$ cat src/source/tile_gfx_pkg.sv
// ********************************************************************
// Shared types and constants of the scanline tile renderer.
// Width typedefs, tile map entry layout, render FSM states and a
// helper for index widths.
// ********************************************************************
package tile_gfx_pkg;

  // World is 512 by 512 pixels.
  localparam int WORLD_BITS = 9;
  typedef logic [WORLD_BITS-1:0] world_coord_t;

  // Tiles are 16 by 16 pixels.
  localparam int TILE_SIZE_LOG2 = 4;

  // Tile map word layout.
  typedef logic [15:0] map_entry_t;
  localparam int TILE_INDEX_WIDTH = 9;
  localparam int FLIP_XY_BIT = 13;
  localparam int FLIP_X_BIT = 14;
  localparam int FLIP_Y_BIT = 15;

  // Two 8-bit pixels per VRAM word, even pixel in the low byte.
  localparam int VRAM_ADDR_WIDTH = 16;
  typedef logic [15:0] vram_word_t;

  // Palette index within a bank, and the bank itself.
  typedef logic [7:0] pixel_t;
  typedef logic [1:0] pal_bank_t;
  localparam int PAL_ADDR_WIDTH = 10;

  // Palette color: red low byte, green middle byte, blue high byte.
  typedef logic [23:0] rgb24_t;
  localparam int RGB_OUT_WIDTH = 18;

  // Render FSM states.
  typedef enum logic [1:0] {
    idle,
    next_layer,
    draw_layer
  } render_state_t;

  // Bits needed to index count items, at least one.
  function automatic int index_width(input int count);
    return (count > 1) ? $clog2(count) : 1;
  endfunction

endpackage

$ cat src/source/line_scanout.sv
`timescale 1ns/10ps
// ********************************************************************
// Line scanout.
// Reads one line from the buffer and drives 18-bit RGB.
// ********************************************************************
module line_scanout
  import tile_gfx_pkg::*;
#(
  parameter int IMAGE_WIDTH = 320,
  parameter int LINE_ADDR_WIDTH = 9
) (
  input  logic                       clk,
  input  logic                       reset,
  input  logic                       scan_start,
  input  rgb24_t                     rd_color,
  output logic                       rd,
  output logic [LINE_ADDR_WIDTH-1:0] rd_x,
  output logic [RGB_OUT_WIDTH-1:0]   rgb_out,
  output logic                       pixel_valid
);

  localparam logic [LINE_ADDR_WIDTH-1:0] LAST_X = LINE_ADDR_WIDTH'(IMAGE_WIDTH - 1);

  logic active;
  logic [LINE_ADDR_WIDTH-1:0] scan_x;
  logic rd_q;

  // First read goes out with the strobe itself.
  assign rd = scan_start | active;
  assign rd_x = scan_start ? '0 : scan_x;

  always_ff @(posedge clk or posedge reset) begin
    if (reset) begin
      active <= 1'b0;
      scan_x <= '0;
      rd_q <= 1'b0;
      pixel_valid <= 1'b0;
    end else begin
      rd_q <= rd;
      pixel_valid <= rd_q;
      if (scan_start) begin
        // Strobe restarts a running scan.
        scan_x <= LINE_ADDR_WIDTH'(1);
        active <= (IMAGE_WIDTH > 1);
      end else if (active) begin
        if (scan_x == LAST_X) begin
          active <= 1'b0;
        end
        scan_x <= scan_x + 1'b1;
      end
    end
  end

  // Six top bits per channel, blue high, red low.
  always_ff @(posedge clk) begin
    if (rd_q) begin
      rgb_out <= {rd_color[23:18], rd_color[15:10], rd_color[7:2]};
    end
  end

endmodule

$ cat config.mk
export PLATFORM = sky130hd
export DESIGN_NAME = line_scanout
export DESIGN_NICKNAME = d
export VERILOG_FILES = /design/src/source/tile_gfx_pkg.sv /design/src/source/line_scanout.sv
export SDC_FILE = /design/constraint.sdc
export NUM_CORES = 1
export LEC_CHECK = 0
export ABC_AREA = 0
export BUFFER_PORTS_ARGS = -buffer_cell sky130_fd_sc_hd__buf_2
export CORE_MARGIN = 3
export CORE_UTILIZATION = 44
export DETAILED_ROUTE_END_ITERATION = 16
export GPL_TIMING_DRIVEN = 0
export PLACE_DENSITY = 0.81
export SYNTH_ARGS = -nofsm -noshare
export SYNTH_HDL_FRONTEND = slang
export SYNTH_SLANG_ARGS = --single-unit
$ cat constraint.sdc
create_clock -name clk -period 1.5 [get_ports clk]
set_input_delay 0 -clock clk [delete_from_list [all_inputs] [get_ports clk]]
set_output_delay 0 -clock clk [all_outputs]
set_load 0.03 [all_outputs]
Yosys cells after proc, flatten, opt, wreduce, memory -nomap -nowiden. Cells that the tools add are included.

Input port bits: 27. Word-level logic and storage cells: 15. Output and inout port bits: 29. Flip-flop bits (word level): 30.

Add/sub/neg operators: 1. Eq/ne operators: 1. Bitwise operators: 1. Reductions and logical operators: 1. Multiplexer cells: 6.

Operator list (count): 9-bit 2-to-1 mux (3); 9-bit by 1-bit adder with 9-bit output (second input constant) (1); 9-bit == test (second input constant) (1); 1-bit 2-to-1 mux (3); 2-bit nonzero test (1); 1-bit OR (1).

Logic depth before layout (Yosys ltp).
Depth after elaboration: 4. Depth in mapped cells: 4. Depth with buffers taken out: 4.

Worst setup path before layout. No wires, ideal clock.

Kind: register -> register. From: register scan_x[8]. To: register active. Arrival: 1147 ps. Path buffers: 0. Slack: 234 ps. Setup time: 119 ps. Stages on the path, launching flop included: 4. Clock period less this slack: 1266 ps. Cell sequence: dfrtp_1 -> nor2b_1 -> nand3_1 -> o21a_1.

Word-level cells in the longest chain between the ends: 4.

Ends and longest elaborated chain: from (decl) (RTL line line_scanout.sv:25) `logic [LINE_ADDR_WIDTH-1:0] scan_x;`; from (signal assigned) (RTL line line_scanout.sv:49) `scan_x <= scan_x + 1'b1;`; 9-bit == test (RTL line line_scanout.sv:46) `if (scan_x == LAST_X) begin`; 1-bit 2-to-1 mux (RTL line line_scanout.sv:46); 1-bit 2-to-1 mux (RTL line line_scanout.sv:45) `end else if (active) begin`; 1-bit 2-to-1 mux (RTL line line_scanout.sv:41) `if (scan_start) begin`; to (signal assigned) (RTL line line_scanout.sv:44) `active <= (IMAGE_WIDTH > 1);`; to (decl) (RTL line line_scanout.sv:24) `logic active;`.

No other way between the ends. A chain may end at the register's enable or synchronous reset.

Worst setup path in the final report.
From: register active. To: output port rd.

Word-level cells in the longest chain between the ends: 1.

Ends and longest elaborated chain: 1-bit OR (RTL line line_scanout.sv:29) `assign rd = scan_start | active;`; to (decl) (RTL line line_scanout.sv:16) `output logic rd,`.

No other way between the ends.

==> impl_metrics.yaml <==
cells_and_area:
  synthToLayoutAreaGrowth_pct: 48.1
  fillCellCount: 162
  fin_nets: 180
  diodes: 0
  drive_gt1_frac: 0.392
routing:
  wl_microns: 2470
  post_drt_wl_per_cell_microns: 13.6
  drtIter0Drc: 15
  ant_nets: 0
  vias: 868
  via_per_inst: 4.80
  first_pass_iters: 4
  drc: 0
clock_network:
  postCtsSetupBuffers: 0
  h-tree-depth: 2
  cts_buffers: 5
  holdBufCountCts: 19
  insertion_delay_ps: 320
  cts.sinks: 30
  cts_tree: "done"
  cts_resized: 0
  cts.clk_slew.worst_paths_ps: 100
  cts.path.max_buffers: 2
  cts-root-buf: "clkbuf_4"
synthesis:
  synth_cell_types: 24
  synth_area_sq_um: 1130
  yosys.area_share.simple: 0.148
  muxShareOfSynthArea: 0.0188
  yosys-top-cells-area: "edfxtp_1 48%, dfrtp_1 27%, nor2b_1 4.4%"
  synth_top_family_by_area: "simple AND/OR/NAND/NOR gates"
  synthesis.nets: 106
  synth_top_area_share: 0.478
  yosys_warnings: 0
  synth-seq-cells: 30
  yosysSeqAreaShare: 0.744
  synth_fa_ha_area_frac: 0.0111
  synth-xor-area-share: 0.0310
  synth_top_cell_by_area: "edfxtp_1"
  synthCells: 78
  synth_compound_area_frac: 0.0288
  syn_area_per_cell_sq_um: 14.5
sta:
  drv_slew: 0
  rsz0062_at_grt: "false"
  maxSlewHeadroom: 0.539
  max_freq_mhz: 736
  setup_viol: 0
  tightest_slew_ps: 691
  finalCritPeriodShare: 0.906
  finalClockSkew_ps: 12.0
  hold-worst-slack_ps: 166
  hold_viol: 0
  period_needed_ps: 1360
  tns_ps: 0
floorplan:
  die-width_microns: 56.7
  core_sq_um: 2320
  rows: 17
  boundaryPins: 56
  dieHeight_microns: 56.7
  die_area_sq_um: 3210
  start_util: 0.487
worst_setup_path:
  r2r_slack_ps: 150
  crit_start: "active"
  critPathRequiredTime_ps: 1500
  r2r-start: "scan_x[1]"
  cp_max_fo: 8
  arrival_ps: 1360
  critPathKind: "reg2out"
  end_kind: "output pin"
  cp-start-kind: "flop"
global_route:
  overflow: 0
  grt_max_degree: 20
  grt_pass1_wl_microns: 4150
  grt_use_total: 0.174
  antenna_found_initial: 0
  first_global_vias: 873
pwr:
  switchingPower_mw: 0.422
  pwr_density_cell_nw_per_um2: 1060
  p_int_mw: 1.35
  p_clk_frac: 0.351
  ir_drop_mv: 0.811
  combPwrFrac: 0.121
  netSwitchingFraction: 0.238
  sequentialPowerShare: 0.528
  p_leak_nw: 0.770
place:
  gp_congestion: 0.767
  place_hpwl_microns: 1540
  io_buffers: 48
worst_hold_path:
  hold_path_class: "in2reg"
  min_from: "scan_start"
run_status:
  outcome: "complete, no violations"
flow_run:
  max_cap_violations: 0
-- critical path, cell delays in order, from the launching register on --
cell and delay [ps]:
dfrtp_1 370, buf_2 170, or2_2 310, buf_2 190
-- layout make-up --
type,instances,area [sq um],share of cell area
buffer,3,12.5,0.00748
timing repair buffer,67,430,0.257
inverter,2,7.51,0.00449
clock inverter,3,40.0,0.0239
multi-input combinational,43,269,0.161
clock buffer,5,37.5,0.0224
tap,28,35.0,0.0209
sequential,30,841,0.503
-- cells by family after synthesis --
logic type               after synthesis
AO/OA/AOI/OAI                          6
XOR/XNOR                               4
adder cells (fa/ha/maj)                1
buffers and inverters                  5
flip-flops                            30
multiplexers                           2
AND/OR/NAND/NOR                       30
-- worst paths after layout --
path	to	cells past startpoint
max reg2reg	scan_x[6]	4
max in group asynchronous	pixel_valid	3
min in group asynchronous	scan_x[6]	3
min reg2reg	scan_x[8]	2
max	rd	3
min	scan_x[7]	3
-- per-stage QoR --
stage	instance area [sq um]	worst slack, ps	power (mW)	utilization	instances
6_report	1670	141	1.77	0.722	181
5_1_grt	1670	45.7	1.86	0.722	181
4_1_cts	1670	111	1.79	0.722	181
3_5_place_dp	1410	157	1.13	0.606	154
3_3_place_gp	1410	184	1.12	0.606	154
2_1_floorplan	1130	234	1.06	-	78
-- routing by layer --
| layer | track usage | part of all wire |
|---|---|---|
| met5 | 0 | 0 |
| met1 | 0.210 | 0.43 |
| met2 | 0.271 | 0.44 |
| met4 | 0.0610 | 0.017 |
| met3 | 0.0828 | 0.11 |
-- state kept, by name (all words and copies together), names as in the netlist --
name / cells
rgb_out: 18
scan_x: 9
active: 1
pixel_valid: 1
rd_q: 1
-- cell usage after synthesis --
master and count:
clkbuf_1 2, ha_1 1, nor2b_1 8, nand4_1 3, dfrtp_1 12, mux2i_1 1, or4_1 1, or3_1 2
or2_2 1, buf_2 1, o21a_1 1, xor2_1 3, edfxtp_1 18, o21ai_0 3, inv_1 2, mux2_2 1
nand2_1 2, nor2_1 7, a21oi_1 2, nand3_1 3, xnor2_1 1, nor3_1 1, nand4_2 1, nand2b_1 1
-- cells in the final DEF, fill, tap and decap left out, types with 2 or more instances in the layout --
cell           netlist  final
edfxtp_1            18     18
nand3_1              3      3
nand2_1              2      2
dfrtp_1             12     12
dlygate4sd3_1        0     19
nor2_1               7      7
clkbuf_4             0      5
xor2_1               3      3
inv_1                2      2
a21oi_1              2      2
buf_2                1     49
nor2b_1              8      8
clkbuf_1             2      2
clkinv_2             0      2
or3_1                2      2
nand4_1              3      3
o21ai_0              3      3
-- power by group through the flow --
stage	registers [mW]	logic, mW	clock network (mW)
2_1_floorplan	1.00	0.0567	0
3_3_place_gp	0.950	0.172	0
3_5_place_dp	0.951	0.176	0
4_1_cts	0.934	0.215	0.639
5_1_grt	0.938	0.232	0.685
6_report	0.934	0.215	0.620
Power figures use the tool's default switching activity.
