===== config.mk =====
export PLATFORM = sky130hd
export DESIGN_NAME = tile_address_gen
export DESIGN_NICKNAME = d
export VERILOG_FILES = /design/src/source/tile_gfx_pkg.sv /design/src/source/tile_address_gen.sv
export SDC_FILE = /design/constraint.sdc
export NUM_CORES = 1
export LEC_CHECK = 0
export BUFFER_PORTS_ARGS = -buffer_cell sky130_fd_sc_hd__buf_4
export CORE_MARGIN = 8
export CORE_UTILIZATION = 40
export DETAILED_ROUTE_END_ITERATION = 8
export PLACE_DENSITY = 0.78
export SYNTH_ARGS = -nofsm -noshare
export SYNTH_HDL_FRONTEND = slang
export SYNTH_SLANG_ARGS = --single-unit

===== constraint.sdc =====
create_clock -name clk -period 1.9 [get_ports clk]
set_input_delay 0.285 -clock clk [delete_from_list [all_inputs] [get_ports clk]]
set_output_delay 0.285 -clock clk [all_outputs]
set_load 0.02 [all_outputs]

===== src/source/tile_gfx_pkg.sv =====
// ********************************************************************
// Shared types and constants of the scanline tile renderer.
// Width typedefs, tile map entry layout, render FSM states and a
// helper for index widths.
// ********************************************************************
package tile_gfx_pkg;

  // World is 512 by 512 pixels.
  localparam int WORLD_BITS = 9;
  typedef logic [WORLD_BITS-1:0] world_coord_t;

  // Tiles are 16 by 16 pixels.
  localparam int TILE_SIZE_LOG2 = 4;

  // Tile map word layout.
  typedef logic [15:0] map_entry_t;
  localparam int TILE_INDEX_WIDTH = 9;
  localparam int FLIP_XY_BIT = 13;
  localparam int FLIP_X_BIT = 14;
  localparam int FLIP_Y_BIT = 15;

  // Two 8-bit pixels per VRAM word, even pixel in the low byte.
  localparam int VRAM_ADDR_WIDTH = 16;
  typedef logic [15:0] vram_word_t;

  // Palette index within a bank, and the bank itself.
  typedef logic [7:0] pixel_t;
  typedef logic [1:0] pal_bank_t;
  localparam int PAL_ADDR_WIDTH = 10;

  // Palette color: red low byte, green middle byte, blue high byte.
  typedef logic [23:0] rgb24_t;
  localparam int RGB_OUT_WIDTH = 18;

  // Render FSM states.
  typedef enum logic [1:0] {
    idle,
    next_layer,
    draw_layer
  } render_state_t;

  // Bits needed to index count items, at least one.
  function automatic int index_width(input int count);
    return (count > 1) ? $clog2(count) : 1;
  endfunction

endpackage


===== src/source/tile_address_gen.sv =====
`timescale 1ns/10ps
// ********************************************************************
// Tile address generator.
// Scrolled render position to tile map address, then map entry and
// flip bits to VRAM word address and byte select.
// ********************************************************************
module tile_address_gen
  import tile_gfx_pkg::*;
#(
  parameter int NUM_LAYERS = 4,
  parameter int LINE_ADDR_WIDTH = 9,
  localparam int LAYER_BITS = index_width(NUM_LAYERS),
  localparam int MAP_ADDR_WIDTH = LAYER_BITS + 10
) (
  input  logic                       clk,
  input  logic                       draw,
  input  logic [LAYER_BITS-1:0]      layer,
  input  logic [LINE_ADDR_WIDTH-1:0] render_x,
  input  world_coord_t               line_y,
  input  world_coord_t               scroll_x,
  input  world_coord_t               scroll_y,
  input  logic [NUM_LAYERS-1:0]      layer_flip_enable,
  input  map_entry_t                 map_data,
  output logic [MAP_ADDR_WIDTH-1:0]  map_addr,
  output logic [VRAM_ADDR_WIDTH-1:0] vram_addr,
  output logic                       byte_sel,
  output logic [LAYER_BITS-1:0]      layer_q,
  output logic                       pixel_live
);

  world_coord_t world_x;
  world_coord_t world_y;
  logic [TILE_SIZE_LOG2-1:0] col_q;
  logic [TILE_SIZE_LOG2-1:0] row_q;
  logic [LAYER_BITS-1:0] layer_d1;
  logic draw_d1;
  logic flip_en;
  logic flip_x;
  logic flip_y;
  logic flip_xy;
  logic [TILE_SIZE_LOG2-1:0] swap_col;
  logic [TILE_SIZE_LOG2-1:0] swap_row;
  logic [TILE_SIZE_LOG2-1:0] tex_col;
  logic [TILE_SIZE_LOG2-1:0] tex_row;

  // Scrolled world position, wraps at 512.
  assign world_x = world_coord_t'(render_x) + scroll_x;
  assign world_y = line_y + scroll_y;

  // Map cell: layer, then 32 rows of 32 cells.
  assign map_addr = {layer,
                     world_y[WORLD_BITS-1:TILE_SIZE_LOG2],
                     world_x[WORLD_BITS-1:TILE_SIZE_LOG2]};

  // In-tile position waits for the map read.
  always_ff @(posedge clk) begin
    col_q <= world_x[TILE_SIZE_LOG2-1:0];
    row_q <= world_y[TILE_SIZE_LOG2-1:0];
    layer_d1 <= layer;
    draw_d1 <= draw;
  end

  // Flip bits only count when the layer enables them.
  assign flip_en = layer_flip_enable[layer_d1];
  assign flip_xy = flip_en & map_data[FLIP_XY_BIT];
  assign flip_x = flip_en & map_data[FLIP_X_BIT];
  assign flip_y = flip_en & map_data[FLIP_Y_BIT];

  always_comb begin
    // Diagonal flip transposes first.
    swap_col = flip_xy ? row_q : col_q;
    swap_row = flip_xy ? col_q : row_q;
    // Then mirror each axis.
    tex_col = flip_x ? ~swap_col : swap_col;
    tex_row = flip_y ? ~swap_row : swap_row;
  end

  // 128 words per tile, 8 words per tile row.
  assign vram_addr = {map_data[TILE_INDEX_WIDTH-1:0],
                      tex_row,
                      tex_col[TILE_SIZE_LOG2-1:1]};

  // Side data lines up with vram_data.
  always_ff @(posedge clk) begin
    byte_sel <= tex_col[0];
    layer_q <= layer_d1;
    pixel_live <= draw_d1;
  end

endmodule


Word-level counts from Yosys, hierarchy flattened --
Index checks and enable logic that the tools add are counted.
Word-level totals: register bits after elaboration 15, input bits 60, output and inout port bits 32, word-level logic and storage cells 21
Operators by class: add/sub/neg operators 2, magnitude comparators 1, mux-type cells 6, bitwise gates (word level) 5
Operators with widths (number):
- $add A9 B9 Y9 | 2
- $mux W4 | 4
- $not A4 Y4 | 2
- $and A1 B1 Y1 | 3
- $lt A2 B3 Y1 const B | 1
- $bmux W1 S2 | 1
- $mux W1 | 1

Longest topological paths before layout --
depth after elaboration 6, depth in mapped cells 7

Least setup slack after synthesis --
Ideal clock, no wire load.
path type input -> output, from input port render_x[0], to output port map_addr[2], data arrival time 1.615 ns, path slack 0.000 ns, stages 6, path buffers 1, path through ha_1 > fa_1 > nand3_1 > a21boi_0 > a311o_1 > buf_4
On the way: longest elaborated chain between the ends 1
Ends and longest elaborated chain:
- start: declaration | RTL line tile_address_gen.sv:18 | input logic [LINE_ADDR_WIDTH-1:0] render_x,
- $add A9 B9 Y9 | RTL line tile_address_gen.sv:47 | assign world_x = world_coord_t'(render_x) + scroll_x;
- end: declaration | RTL line tile_address_gen.sv:24 | output logic [MAP_ADDR_WIDTH-1:0] map_addr,
Every way passes these cells.

Final worst setup path --
from register layer_d1[0], to output port vram_addr[2]
On the way: longest elaborated chain between the ends 6, elaborated cells between the ends (all ways) 7
Ends and longest elaborated chain:
- start: declaration | RTL line tile_address_gen.sv:35 | logic [LAYER_BITS-1:0] layer_d1;
- start signal: assignment | RTL line tile_address_gen.sv:59 | layer_d1 <= layer;
- $bmux W1 S2 * | RTL line tile_address_gen.sv:64 | assign flip_en = layer_flip_enable[layer_d1];
- $mux W1 (not written as such) * | RTL line tile_address_gen.sv:64
- $and A1 B1 Y1 | RTL line tile_address_gen.sv:65 | assign flip_xy = flip_en & map_data[FLIP_XY_BIT];
- $mux W4 | RTL line tile_address_gen.sv:71 | swap_col = flip_xy ? row_q : col_q;
- $not A4 Y4 | RTL line tile_address_gen.sv:74 | tex_col = flip_x ? ~swap_col : swap_col;
- $mux W4 * | RTL line tile_address_gen.sv:74
- end: declaration | RTL line tile_address_gen.sv:25 | output logic [VRAM_ADDR_WIDTH-1:0] vram_addr,
Mark *: on every way between the ends. The rest lies on a longest branch, timed or not. The select of a mux whose other input is x is not followed.

==> metrics.txt <==
most common library cell in the layout ignoring fill and taps sky130_fd_sc_hd__buf_4; overall die height between 70 and 80 um; worst-path maximum fanout 5; number of iterations in the first detailed-routing pass 4; category of the worst setup path launch point flop; Avg WL per Cell between 10 and 15 um; worst endpoint required time around 1600 ps; worst setup path category reg2out; core area about 0.0037 mm2; total gr overflow 0; leakage component of the power about 1.0 nW; maximum clock skew at final layout approximately 2.5 ps; clock input transition at the sequential cells of the worst setup and hold paths about 60 ps; vias after detailed routing around 1,500; achievable frequency about 510 MHz; number of nets produced by synthesis roughly 260; Mapped Area about 0.0015 mm2; Setup Viol. Count Final 6; initial antenna violation count 0; min cycle time layout roughly 1900 ps; unrepaired setup endpoints after global routing true; Seq/Total Area, Yosys 0.194; TritonCTS clock tree done; number of flip-flops and latches in the synthesized netlist 15; I/O pin count about 90; Final Max Slew Viols 0; instance count of the mapped netlist approximately 180; die area 0.00611 mm2; portion of the clock cycle consumed by the worst path in the final layout 1.02; number of core rows 22; Horiz. Die Dim approximately 80 um; power density relative to cell area approximately 630 mW/mm2; Antenna Violating Nets Remaining 0; crit path setup slack, layout -45.5 ps; pin count of the biggest net entering global routing 17; outcome complete, but fails checks; cell depth of the worst min-delay path 1; Syn-to-layout area delta 45.6%; endpoint arrival time on the critical path around 1700 ps; logic depth of the worst register-to-register path 4; vias in the first global route approximately 1,500; wire length of the first global-routing pass a little over 6 mm; routed wire length ~4.0 mm; n_diodes 0; initial core utilization 0.419; number of vias per cell after detailed routing between 5 and 6; number of buffers created by CTS 3; synthesized area divided by synthesized cell count 8.68 um2; count of unique library cells instantiated by Yosys 38; post-place setup slack -137 ps; GRT Util Overall 0.118; final core utilization 0.610; class of the most critical hold timing path in2reg; commonest cells after routing, fill and taps aside 69 x sky130_fd_sc_hd__buf_4, 14 x sky130_fd_sc_hd__dfxtp_1, 12 x sky130_fd_sc_hd__a21oi_1, 12 x sky130_fd_sc_hd__xor2_1, 11 x sky130_fd_sc_hd__nand2_1; DP HPWL roughly 3.1 mm; Worst IR Drop VDD about 270 uV; CTS H-tree lvls 1; clock root buffer master sky130_fd_sc_hd__clkbuf_8; layout cells sized above 1 0.481; remaining design rule violation count 0; violated checks negative setup slack; final hold violation count 0; count of synthesis-stage warnings from yosys 0; number of max-cap violations 0; nets@finish roughly 310; slew at the pin closest to its max-slew limit around 270 ps; TritonCTS Sinks 15; category of the worst setup path capture point output port; slew margin rel. 0.817; clock insertion delay at the later pin of the skew report about 240 ps; Routability Congestion between 0.7 and 0.8; number of buffer cells added on primary ports about 70; buffer depth of the longest clock path 2; drt first-iter violations 21
timing repair:
item / CTS / global route
cloned: 1 / 0
buffers inserted: 1 / 1
pin swaps: 8 / 22
setup endpoints to repair: 12 / 14
hold buffers: 0 / 0
gates resized for setup: 13 / 28
Yosys cell counts (all sizes together):
cell type / number / share of area
a21boi: 1 / 0.0049
buf: 29 / 0.14
xor2: 12 / 0.068
dfxtp: 15 / 0.19
nand2b: 3 / 0.012
nor4: 1 / 0.0041
mux2i: 3 / 0.019
xnor2: 7 / 0.040
nor3: 5 / 0.016
a211o: 1 / 0.0057
a31oi: 1 / 0.0041
mux2: 2 / 0.015
o221ai: 1 / 0.0057
nand2: 11 / 0.027
and2b: 1 / 0.0049
nor2b: 1 / 0.0041
nor2: 7 / 0.017
a22o: 11 / 0.064
o21bai: 2 / 0.0097
a221oi: 1 / 0.0057
nand3: 6 / 0.019
a21o: 2 / 0.0097
inv: 4 / 0.0097
nand4b: 2 / 0.011
mux4: 1 / 0.015
a311o: 1 / 0.0065
nor3b: 1 / 0.0049
o21a: 1 / 0.0049
o21ai: 9 / 0.044
fa: 2 / 0.026
a211oi: 2 / 0.0097
a21oi: 16 / 0.052
ha: 16 / 0.13
routing by layer:
| metal | share of wire | track usage | vias up |
|---|---|---|---|
| li1 | - | - | 728 |
| met1 | 0.40 | 0.120 | 666 |
| met2 | 0.52 | 0.228 | 58 |
| met3 | 0.081 | 0.0342 | 6 |
| met4 | 0.0060 | 0.0278 | 0 |
| met5 | 0 | 0 | - |
worst max-delay path, cell delays in order, from the launching register on:
cell	delay, ps
sky130_fd_sc_hd__dfxtp_4	360
sky130_fd_sc_hd__mux4_2	600
sky130_fd_sc_hd__o21ai_4	120
sky130_fd_sc_hd__and2b_1	140
sky130_fd_sc_hd__a21oi_1	30
sky130_fd_sc_hd__buf_4	160
stage by stage:
step	hold WS, ps	instance area [um2]	power (mW)	instances	TNS [ps]
3_5_place_dp	322	1970	1.09	274	-436
4_1_cts	140	2090	1.38	280	-277
6_report	142	2250	1.43	281	-154
5_1_grt	130	2250	1.52	281	-534
3_3_place_gp	311	1970	1.08	274	-451
2_1_floorplan	310	1550	0.924	178	0
area by class of cell:
class / instances / area, um2
Multi-Input combinational cell: 131 / 1190
Fill cell: 333 / 1440
Sequential cell: 15 / 304
Clock inverter: 1 / 5.00
Tap cell: 48 / 60.1
Timing Repair Buffer: 79 / 631
Clock buffer: 3 / 41.3
Inverter: 4 / 15.0
cell families after synthesis:
logic type	count (synthesis)	share of synthesized area
multiplexers	6	0.0486
AO/OA/AOI/OAI	49	0.226
AND/OR/NAND/NOR	38	0.121
XOR/XNOR	19	0.108
buffers and inverters	33	0.147
adder cells (fa/ha/maj)	18	0.155
flip-flops	15	0.194
flip-flops by register name, summed over array words and instances, names as in the netlist:
| signal | cells |
|---|---|
| col_q | 4 |
| row_q | 4 |
| layer_d1 | 2 |
| layer_q | 2 |
| byte_sel | 1 |
| draw_d1 | 1 |
| pixel_live | 1 |
power breakdown:
group	switching, mW	internal, mW
sequential	0.0325	0.353
clock	0.106	0.145
combinational	0.379	0.412
final timing paths:
kind                                      to  slack (ps)   startpoint
worst min-delay path                 draw_d1         140         draw
worst min register to register    pixel_live         340      draw_d1
worst max register to register      byte_sel         510  layer_d1[0]
worst max-delay path            vram_addr[2]         -50  layer_d1[0]
Note: power is estimated with default switching activity, not from simulation.
