[config.mk]
export PLATFORM = sky130hd
export DESIGN_NAME = texel_pipeline
export DESIGN_NICKNAME = d
export VERILOG_FILES = /design/src/source/tile_gfx_pkg.sv /design/src/source/texel_pipeline.sv
export SDC_FILE = /design/constraint.sdc
export NUM_CORES = 1
export LEC_CHECK = 0
export BUFFER_PORTS_ARGS = -buffer_cell sky130_fd_sc_hd__buf_2
export CAP_MARGIN = 0
export CORE_UTILIZATION = 37
export DETAILED_ROUTE_END_ITERATION = 10
export PLACE_DENSITY_LB_ADDON = 0.08
export RECOVER_POWER = 100
export SLEW_MARGIN = 20
export SYNTH_ARGS = -nofsm -noshare
export SYNTH_HDL_FRONTEND = slang
export SYNTH_SLANG_ARGS = --single-unit
[constraint.sdc]
create_clock -name clk -period 2.2 [get_ports clk]
set_clock_uncertainty 0.1 [all_clocks]
set_input_delay 0.11 -clock clk [delete_from_list [all_inputs] [get_ports clk]]
set_output_delay 0.11 -clock clk [all_outputs]
set_load 0.01 [all_outputs]
[src/source/tile_gfx_pkg.sv]
// ********************************************************************
// Shared types and constants of the scanline tile renderer.
// Width typedefs, tile map entry layout, render FSM states and a
// helper for index widths.
// ********************************************************************
package tile_gfx_pkg;

  // World is 512 by 512 pixels.
  localparam int WORLD_BITS = 9;
  typedef logic [WORLD_BITS-1:0] world_coord_t;

  // Tiles are 16 by 16 pixels.
  localparam int TILE_SIZE_LOG2 = 4;

  // Tile map word layout.
  typedef logic [15:0] map_entry_t;
  localparam int TILE_INDEX_WIDTH = 9;
  localparam int FLIP_XY_BIT = 13;
  localparam int FLIP_X_BIT = 14;
  localparam int FLIP_Y_BIT = 15;

  // Two 8-bit pixels per VRAM word, even pixel in the low byte.
  localparam int VRAM_ADDR_WIDTH = 16;
  typedef logic [15:0] vram_word_t;

  // Palette index within a bank, and the bank itself.
  typedef logic [7:0] pixel_t;
  typedef logic [1:0] pal_bank_t;
  localparam int PAL_ADDR_WIDTH = 10;

  // Palette color: red low byte, green middle byte, blue high byte.
  typedef logic [23:0] rgb24_t;
  localparam int RGB_OUT_WIDTH = 18;

  // Render FSM states.
  typedef enum logic [1:0] {
    idle,
    next_layer,
    draw_layer
  } render_state_t;

  // Bits needed to index count items, at least one.
  function automatic int index_width(input int count);
    return (count > 1) ? $clog2(count) : 1;
  endfunction

endpackage

[src/source/texel_pipeline.sv]
`timescale 1ns/10ps
// ********************************************************************
// Texel pipeline.
// VRAM byte to palette address, color key test and line buffer
// write of the palette color.
// ********************************************************************
module texel_pipeline
  import tile_gfx_pkg::*;
#(
  parameter int NUM_LAYERS = 4,
  parameter int LINE_ADDR_WIDTH = 9,
  localparam int LAYER_BITS = index_width(NUM_LAYERS)
) (
  input  logic                                 clk,
  input  logic                                 reset,
  input  logic                                 pixel_live,
  input  logic                                 byte_sel,
  input  logic [LAYER_BITS-1:0]                layer_q,
  input  logic [LINE_ADDR_WIDTH-1:0]           render_x,
  input  vram_word_t                           vram_data,
  input  logic [NUM_LAYERS-1:0]                layer_transp_enable,
  input  pixel_t [NUM_LAYERS-1:0]              layer_color_key,
  input  pal_bank_t [NUM_LAYERS-1:0]           layer_pal_bank,
  input  rgb24_t                               pal_data,
  output logic [PAL_ADDR_WIDTH-1:0]            pal_addr,
  output logic                                 buf_wr,
  output logic [LINE_ADDR_WIDTH-1:0]           buf_x,
  output rgb24_t                               buf_color
);

  pixel_t pixel;
  logic keyed;
  // Render x through the map, VRAM and palette stages.
  logic [2:0][LINE_ADDR_WIDTH-1:0] x_pipe;

  // Even pixel sits in the low byte.
  assign pixel = byte_sel ? vram_data[15:8] : vram_data[7:0];

  // Bank selects one of four 256 entry palettes.
  assign pal_addr = {layer_pal_bank[layer_q], pixel};

  // Key match hides the pixel.
  assign keyed = layer_transp_enable[layer_q] &&
                 (pixel == layer_color_key[layer_q]);

  always_ff @(posedge clk) begin
    x_pipe <= {x_pipe[1:0], render_x};
  end

  // Write decision waits one cycle for pal_data.
  always_ff @(posedge clk or posedge reset) begin
    if (reset) begin
      buf_wr <= 1'b0;
    end else begin
      buf_wr <= pixel_live && !keyed;
    end
  end

  assign buf_x = x_pipe[2];

  // Palette color goes straight into the buffer.
  assign buf_color = pal_data;

endmodule

---- Yosys cells after proc, flatten, opt, wreduce, memory -nomap -nowiden ----
Cells that the tools add are included.
storage, ports and cells
  word-level logic and storage cells ...... 16
  flip-flop bits (word level) ............. 28
  bits of input ports ..................... 99
cells by class
  order comparisons ....................... 1
  muxes and demuxes ....................... 7
  equality and inequality tests ........... 1
  reductions and logical operators ........ 3
operators by type and width
  operator              count
  $bmux W8 S2           1
  $mux W8               2
  $eq A8 B8 Y1          1
  $bmux W2 S2           1
  $lt A2 B3 Y1 const B  1
  $bmux W1 S2           1
  $logic_and A1 B1 Y1   2
  $mux W2               1
  $logic_not A1 Y1      1
  $mux W1               1

---- Logic depth before layout (Yosys ltp) ----
Gate-level depths: netlist of run 1.
  word-level depth ........................ 6
  depth in mapped cells ................... 5
  gate-level depth less buffers ........... 4

---- Worst setup path before layout of run 1 ----
OpenSTA, ideal clock, no wires.
  path type ............................... input -> register
  start point ............................. input byte_sel
  end point ............................... register buf_wr
  required time ........................... 1,971 ps
  library setup time ...................... 129 ps
  setup slack ............................. 514 ps
  path buffers ............................ 1
  arrival time ............................ 1,457 ps
  cell stages on the path ................. 5
  cells stage by stage .................... clkbuf_1 > mux2_2 > xnor2_1 > nand4_1 > o41a_1
between the ends
  cells in the longest elaborated chain, start to end .. 5
RTL lines
  element               line                  text
  start, declared       texel_pipeline.sv:17  input logic byte_sel,
  $mux W8               texel_pipeline.sv:37  assign pixel = byte_sel ? vram_data[15:8] : vram_data[7:0];
  net pal_addr[6]       texel_pipeline.sv:25  output logic [PAL_ADDR_WIDTH-1:0] pal_addr,
  $eq A8 B8 Y1          texel_pipeline.sv:44  (pixel == layer_color_key[layer_q]);
  $logic_and A1 B1 Y1   texel_pipeline.sv:43  assign keyed = layer_transp_enable[layer_q] &&
  $logic_not A1 Y1      texel_pipeline.sv:55  buf_wr <= pixel_live && !keyed;
  $logic_and A1 B1 Y1   texel_pipeline.sv:55
  end signal, assigned  texel_pipeline.sv:55
  end, declared         texel_pipeline.sv:26  output logic buf_wr,
The timed path passes the listed nets, and every way through them passes these cells.

---- Final worst setup path of run 1 ----
  start point ............................. input layer_q[0]
  end point ............................... register buf_wr
between the ends
  cells in the longest elaborated chain, start to end .. 6
  elaborated cells between the ends (all ways) .. 8
  those cells by class .................... eq/ne: 1; mux: 4; reduce/logical: 3
RTL lines
  element                        line                  text
  start, declared                texel_pipeline.sv:18  input logic [LAYER_BITS-1:0] layer_q,
  $bmux W8 S2                    texel_pipeline.sv:44
  $mux W8 (implied by the code)  texel_pipeline.sv:44
  $eq A8 B8 Y1                   texel_pipeline.sv:44
  $logic_and A1 B1 Y1 (*)        texel_pipeline.sv:43
  $logic_not A1 Y1 (*)           texel_pipeline.sv:55
  $logic_and A1 B1 Y1 (*)        texel_pipeline.sv:55
Every way passes the cells marked *; elsewhere a longest branch is shown, timed or not. The select of a mux whose other input is x is not followed.

==> results of run 1 <==
area by class of cell:
cell class | count | area (sq um)
tap | 46 | 57.6
clock buffer | 4 | 36.3
multi-input combinational | 35 | 479
inverter | 2 | 7.51
sequential | 28 | 566
fill | 335 | 1680
timing repair buffer | 105 | 563
worst max-delay path by stage:
stage | startpoint | to | cells after the start
global route | layer_q[0] | buf_wr | 5
floorplan | byte_sel | buf_wr | 5
detailed placement | layer_q[0] | buf_wr | 5
global placement | layer_q[0] | buf_wr | 5
finish | layer_q[0] | buf_wr | 5
CTS | layer_q[0] | buf_wr | 5
routing by layer:
metal | vias up | part of all wire [%] | GRT usage [%]
met4 | 0 | 0.86 | 7.30
met5 | - | 0 | 0
li1 | 467 | - | -
met2 | 65 | 52 | 26.1
met1 | 420 | 36 | 13.6
met3 | 6 | 11 | 7.04
worst max-delay path: stages:
cell and delay [ps]:
clkbuf_1 460, mux4_1 650, xnor2_1 150, nand4_1 120
o41a_1 430
report_power, final:
group / switching [W] / internal (W) / leakage, nW
sequential: 0.00000570 / 0.000534 / 0.239
clock: 0.000135 / 0.000101 / 0.0210
combinational: 0.0000778 / 0.000126 / 0.566
total: 0.000219 / 0.000761 / 0.826
timing repair:
item	4_1_cts	5_1_grt
endpoints found under the hold margin	11	0
hold buffers	11	0
gates resized for setup	0	0
registers in the layout, indices dropped and copies added (netlist names):
| name | count |
|---|---|
| buf_x | 9 |
| buf_wr | 1 |
| x_pipe | 18 |
logic make-up (layout without fill, tap and decap cells):
logic type	count (synthesis)	after routing
multiplexers	21	21
AO/OA/AOI/OAI	2	2
buffers and inverters	38	111
AND/OR/NAND/NOR	3	3
flip-flops	28	28
XOR/XNOR	9	9
cell usage after synthesis, types with 2 or more instances:
cell / number
xnor2_1: 8
mux2_2: 8
mux4_1: 9
inv_1: 2
dfxtp_1: 27
buf_4: 33
mux2i_1: 4
cells in the final DEF (no fill, tap or decap), types with 2 or more instances in the layout:
master,instances
mux2i_1,4
clkbuf_4,3
xnor2_1,8
mux2_2,2
buf_2,80
dfxtp_1,27
inv_1,2
mux4_1,9
dlygate4sd3_1,11
clkbuf_1,14
mux2_1,6
stage by stage:
stage	cells	utilization [%]	hold slack, ps	power, W	cell area, sq um
after floorplan	101	-	-261	0.000712	1320
after global placement	205	46.6	-152	0.000747	1580
after detailed placement	205	46.6	-153	0.000748	1580
after CTS	220	50.9	55.9	0.000995	1730
after global routing	220	50.4	67.1	0.00103	1710
final	220	50.4	79.4	0.000980	1710
==> flow_metrics.py, run 1 <==
metrics = {
    "route": {
        "dr.pass1.iters": 4,
        "drtIter0Drc": 42,
        "via_per_inst": 4.35,
        "wl_per_cell_um": 12.1,
        "final_antenna_net_count": 0,
        "drcViolationCount": 0,
        "via_count": 958,
        "wl_um": 2670,
    },
    "yosys": {
        "syn_inst": 101,
        "synth_nets": 200,
        "ys_ff_latch": 28,
        "synthSimpleGateAreaFrac_pct": 1.04,
        "synth_top_cell_area_share_pct": 40.9,
        "syn_area_sq_um": 1320,
        "synth_cell_type_count": 17,
        "synth_area_leader_cell": "dfxtp_1",
        "synthXorXnorAreaFrac_pct": 5.97,
        "synthArstFlopShare_pct": 3.57,
        "synth_top_family_by_area": "multiplexers",
        "ys_top_cells_by_area": "dfxtp_1 (41%), buf_4 (19%), mux4_1 (18%), mux2_2 (6.8%), xnor2_1 (5.3%)",
        "syn_area_per_cell_sq_um": 13.1,
        "muxShareOfSynthArea_pct": 27.8,
        "yosys.area_share.adder_pct": 0,
        "synth_edf_count": 0,
        "ys.flop_type": "dfxtp_1",
        "synth_compound_area_share_pct": 1.52,
        "yosys_warnings": 0,
        "ys_seq_area_share_pct": 42.8,
    },
    "critical_path": {
        "crit_path_end_kind": "register",
        "cp.required_ps": 2300,
        "worstPathMaxFanout": 11,
        "cp-start-kind": "input port",
        "reg2reg_depth": 0,
        "rrSetupSlack_ps": 1680,
        "reg2reg_from": "x_pipe[5]",
        "r2r_end": "x_pipe[14]",
        "cp.arrival_ps": 1920,
        "crit_type": "in -> reg",
    },
    "global_routing": {
        "track_usage_pct": 14.5,
        "grt_max_degree": 16,
        "grt_pass1_vias": 968,
        "grt_pass1_wl_um": 4000,
        "grt_overflow_total": 0,
        "antenna_found_initial": 0,
    },
    "sta": {
        "fin_setup_tns_ps": 0,
        "tightest_slew_ps": 611,
        "setup_slack_ps": 387,
        "maxSlewViolCount": 0,
        "layout_min_cycle_time_ps": 1810,
        "hold_viol_final": 0,
        "relSlewSlack_pct": 59.2,
        "fin_crit_sh_pct": 82.4,
        "setup_viol": 0,
        "fmax_mhz": 552,
        "grt_setup_unrepaired": "no",
    },
    "floorplanning": {
        "start_util_pct": 38.9,
        "pin_count": 143,
        "die_h_um": 61.7,
        "die-area_sq_um": 3810,
        "core_area_sq_um": 3390,
        "rows": 21,
        "fp.dieW_um": 61.7,
    },
    "clock_tree": {
        "cts_setup_buffers": 0,
        "clk_latency_ps": 320,
        "cts_tree": "done",
        "cts_root_buf": "clkbuf_4",
        "cts.sinks": 28,
        "clockBufferDepth": 2,
        "cts.htree.levels": 1,
        "clk_pin_slew_ps": 130,
        "cts_made_buffers": 3,
    },
    "power_and_ir_drop": {
        "vdd_drop_max_mv": 0.216,
        "powerDensity_nw_per_um2": 573,
        "p_leak_nw": 0.826,
    },
    "placed_design": {
        "gp_congestion": 0.751,
        "port_buffers": 94,
        "place_ws_ps": 294,
    },
    "cells_and_area": {
        "antenna_cells": 0,
        "nets": 274,
        "layout-drive-gt1-share_pct": 49.4,
        "syn_to_final_growth_pct": 29.5,
    },
    "status": {
        "status": "completed",
    },
    "min_path": {
        "timing.hold.worst.class": "in -> async",
    },
    "run": {
        "cap_violations": 0,
    },
}
(Power assumes the default switching activity.)
==> inputs of run 2 (changes only) <==
CORE_UTILIZATION = 34   (was 37)
clock period = 1.82 ns   (was 2.2 ns; I/O delays follow)
==> flow_metrics.py, run 2 (same netlist as run 1, synthesis figures left out) <==
metrics = {
    "status": {
        "status": "completed",
    },
    "global_routing": {
        "grt_max_degree": 16,
        "grt_overflow_total": 0,
        "grt_pass1_wl_um": 3840,
        "grt_pass1_vias": 961,
        "track_usage_pct": 12.0,
        "antenna_found_initial": 0,
    },
    "floorplanning": {
        "core_area_sq_um": 3690,
        "start_util_pct": 35.8,
        "rows": 22,
        "die_h_um": 64.3,
        "pin_count": 143,
        "fp.dieW_um": 64.3,
        "die-area_sq_um": 4140,
    },
    "cells_and_area": {
        "final_cell_mix": "buf_2 (82), dfxtp_1 (27), clkbuf_1 (12)",
        "regMostFlops": "x_pipe",
        "syn_to_final_growth_pct": 32.4,
        "nets": 276,
        "fin_cells": 224,
        "final_common_cell": "buf_2",
        "antenna_cells": 0,
        "n_fill_cell": 356,
        "layout-drive-gt1-share_pct": 51.1,
        "largest_reg_flops": 18,
    },
    "sta": {
        "layout_min_cycle_time_ps": 1540,
        "grt_setup_unrepaired": "no",
        "fin_setup_tns_ps": 0,
        "tightest_slew_ps": 457,
        "setup_viol": 0,
        "maxSlewViolCount": 0,
        "relSlewSlack_pct": 69.5,
        "fmax_mhz": 651,
        "fin_crit_sh_pct": 84.5,
        "hold_viol_final": 0,
    },
    "power_and_ir_drop": {
        "powerDensity_nw_per_um2": 716,
        "p_leak_nw": 0.849,
        "vdd_drop_max_mv": 0.246,
        "finalPower_w": 0.00125,
    },
    "placed_design": {
        "dp_cells": 209,
        "port_buffers": 94,
        "gp_congestion": 0.714,
        "dp.final_hpwl_um": 2300,
    },
    "critical_path": {
        "rrSetupSlack_ps": 1310,
        "reg2reg_depth": 0,
        "reg2reg_from": "x_pipe[10]",
        "worstPathMaxFanout": 8,
        "crit_type": "in -> reg",
        "r2r_end": "buf_x[1]",
        "crit_path_start": "byte_sel",
        "cp-start-kind": "input port",
        "crit_path_end_kind": "register",
        "cp.arrival_ps": 1580,
        "cp.required_ps": 1860,
    },
    "route": {
        "drtIter0Drc": 22,
        "wl_per_cell_um": 11.5,
        "final_antenna_net_count": 0,
        "via_per_inst": 4.44,
        "drcViolationCount": 0,
        "dr.pass1.iters": 4,
        "wl_um": 2580,
        "via_count": 994,
    },
    "min_path": {
        "whs_endpoint": "buf_color[11]",
        "hp-start": "pal_data[11]",
        "hold_depth": 0,
        "timing.hold.worst.class": "in -> out",
    },
    "clock_tree": {
        "cts_root_buf": "clkbuf_8",
        "cts.htree.levels": 1,
        "cts.sinks": 28,
        "clockBufferDepth": 2,
        "clk_pin_slew_ps": 80,
        "clk_latency_ps": 250,
        "cts_made_buffers": 3,
        "cts_tree": "done",
        "cts_setup_buffers": 0,
    },
    "run": {
        "cap_violations": 0,
    },
}
run 2: power breakdown:
| group | internal, W | switching [W] |
|---|---|---|
| clock | 0.000192 | 0.000157 |
| sequential | 0.000645 | 0.00000674 |
| combinational | 0.000156 | 0.0000951 |
run 2: worst max path at each step:
| stage | slack, ps | endpoint |
|---|---|---|
| after global placement | 60 | buf_wr |
| after CTS | 330 | buf_wr |
| after floorplan | 150 | buf_wr |
| final | 280 | buf_wr |
| after global routing | 210 | buf_wr |
| after detailed placement | 50 | buf_wr |
run 2: metal layers:
| metal | global-route usage (%) | part of all wire [%] | routed length, um | up-vias |
|---|---|---|---|---|
| met1 | 11.0 | 31 | 796 | 454 |
| met2 | 24.3 | 58 | 1500 | 62 |
| met4 | 5.83 | 1.5 | 38 | 0 |
| met5 | 0 | 0 | 0 | - |
| li1 | - | - | - | 472 |
| met3 | 2.32 | 9.8 | 253 | 6 |
run 2: metrics by stage:
step	hold WS [ps]	instance area [sq um]	setup WS, ps	utilization, %
after floorplan	-280	1320	153	-
after global routing	82.0	1750	206	47.4
after global placement	-172	1600	63.5	43.3
after CTS	82.1	1760	327	47.8
after detailed placement	-171	1600	50.0	43.3
final	82.0	1750	283	47.4
run 2: area by class of cell:
cell class / instances / area, sq um / area share (%)
multi-input cells: 35 / 479 / 27.4
well taps: 48 / 60.1 / 3.44
flip-flops and latches: 28 / 566 / 32.4
inverters: 2 / 7.51 / 0.429
clock buffers: 4 / 55.1 / 3.15
repair buffers: 107 / 581 / 33.2
run 2: critical path, cell delays in order:
cell      delay [ps]
clkbuf_1         350
mux2i_1          440
xnor2_1          160
a32oi_1          120
o41a_1           410
run 2: timing repair:
action                                 CTS  global route
hold buffers                            11             0
endpoints found under the hold margin   11             0
gates resized for setup                  0             0
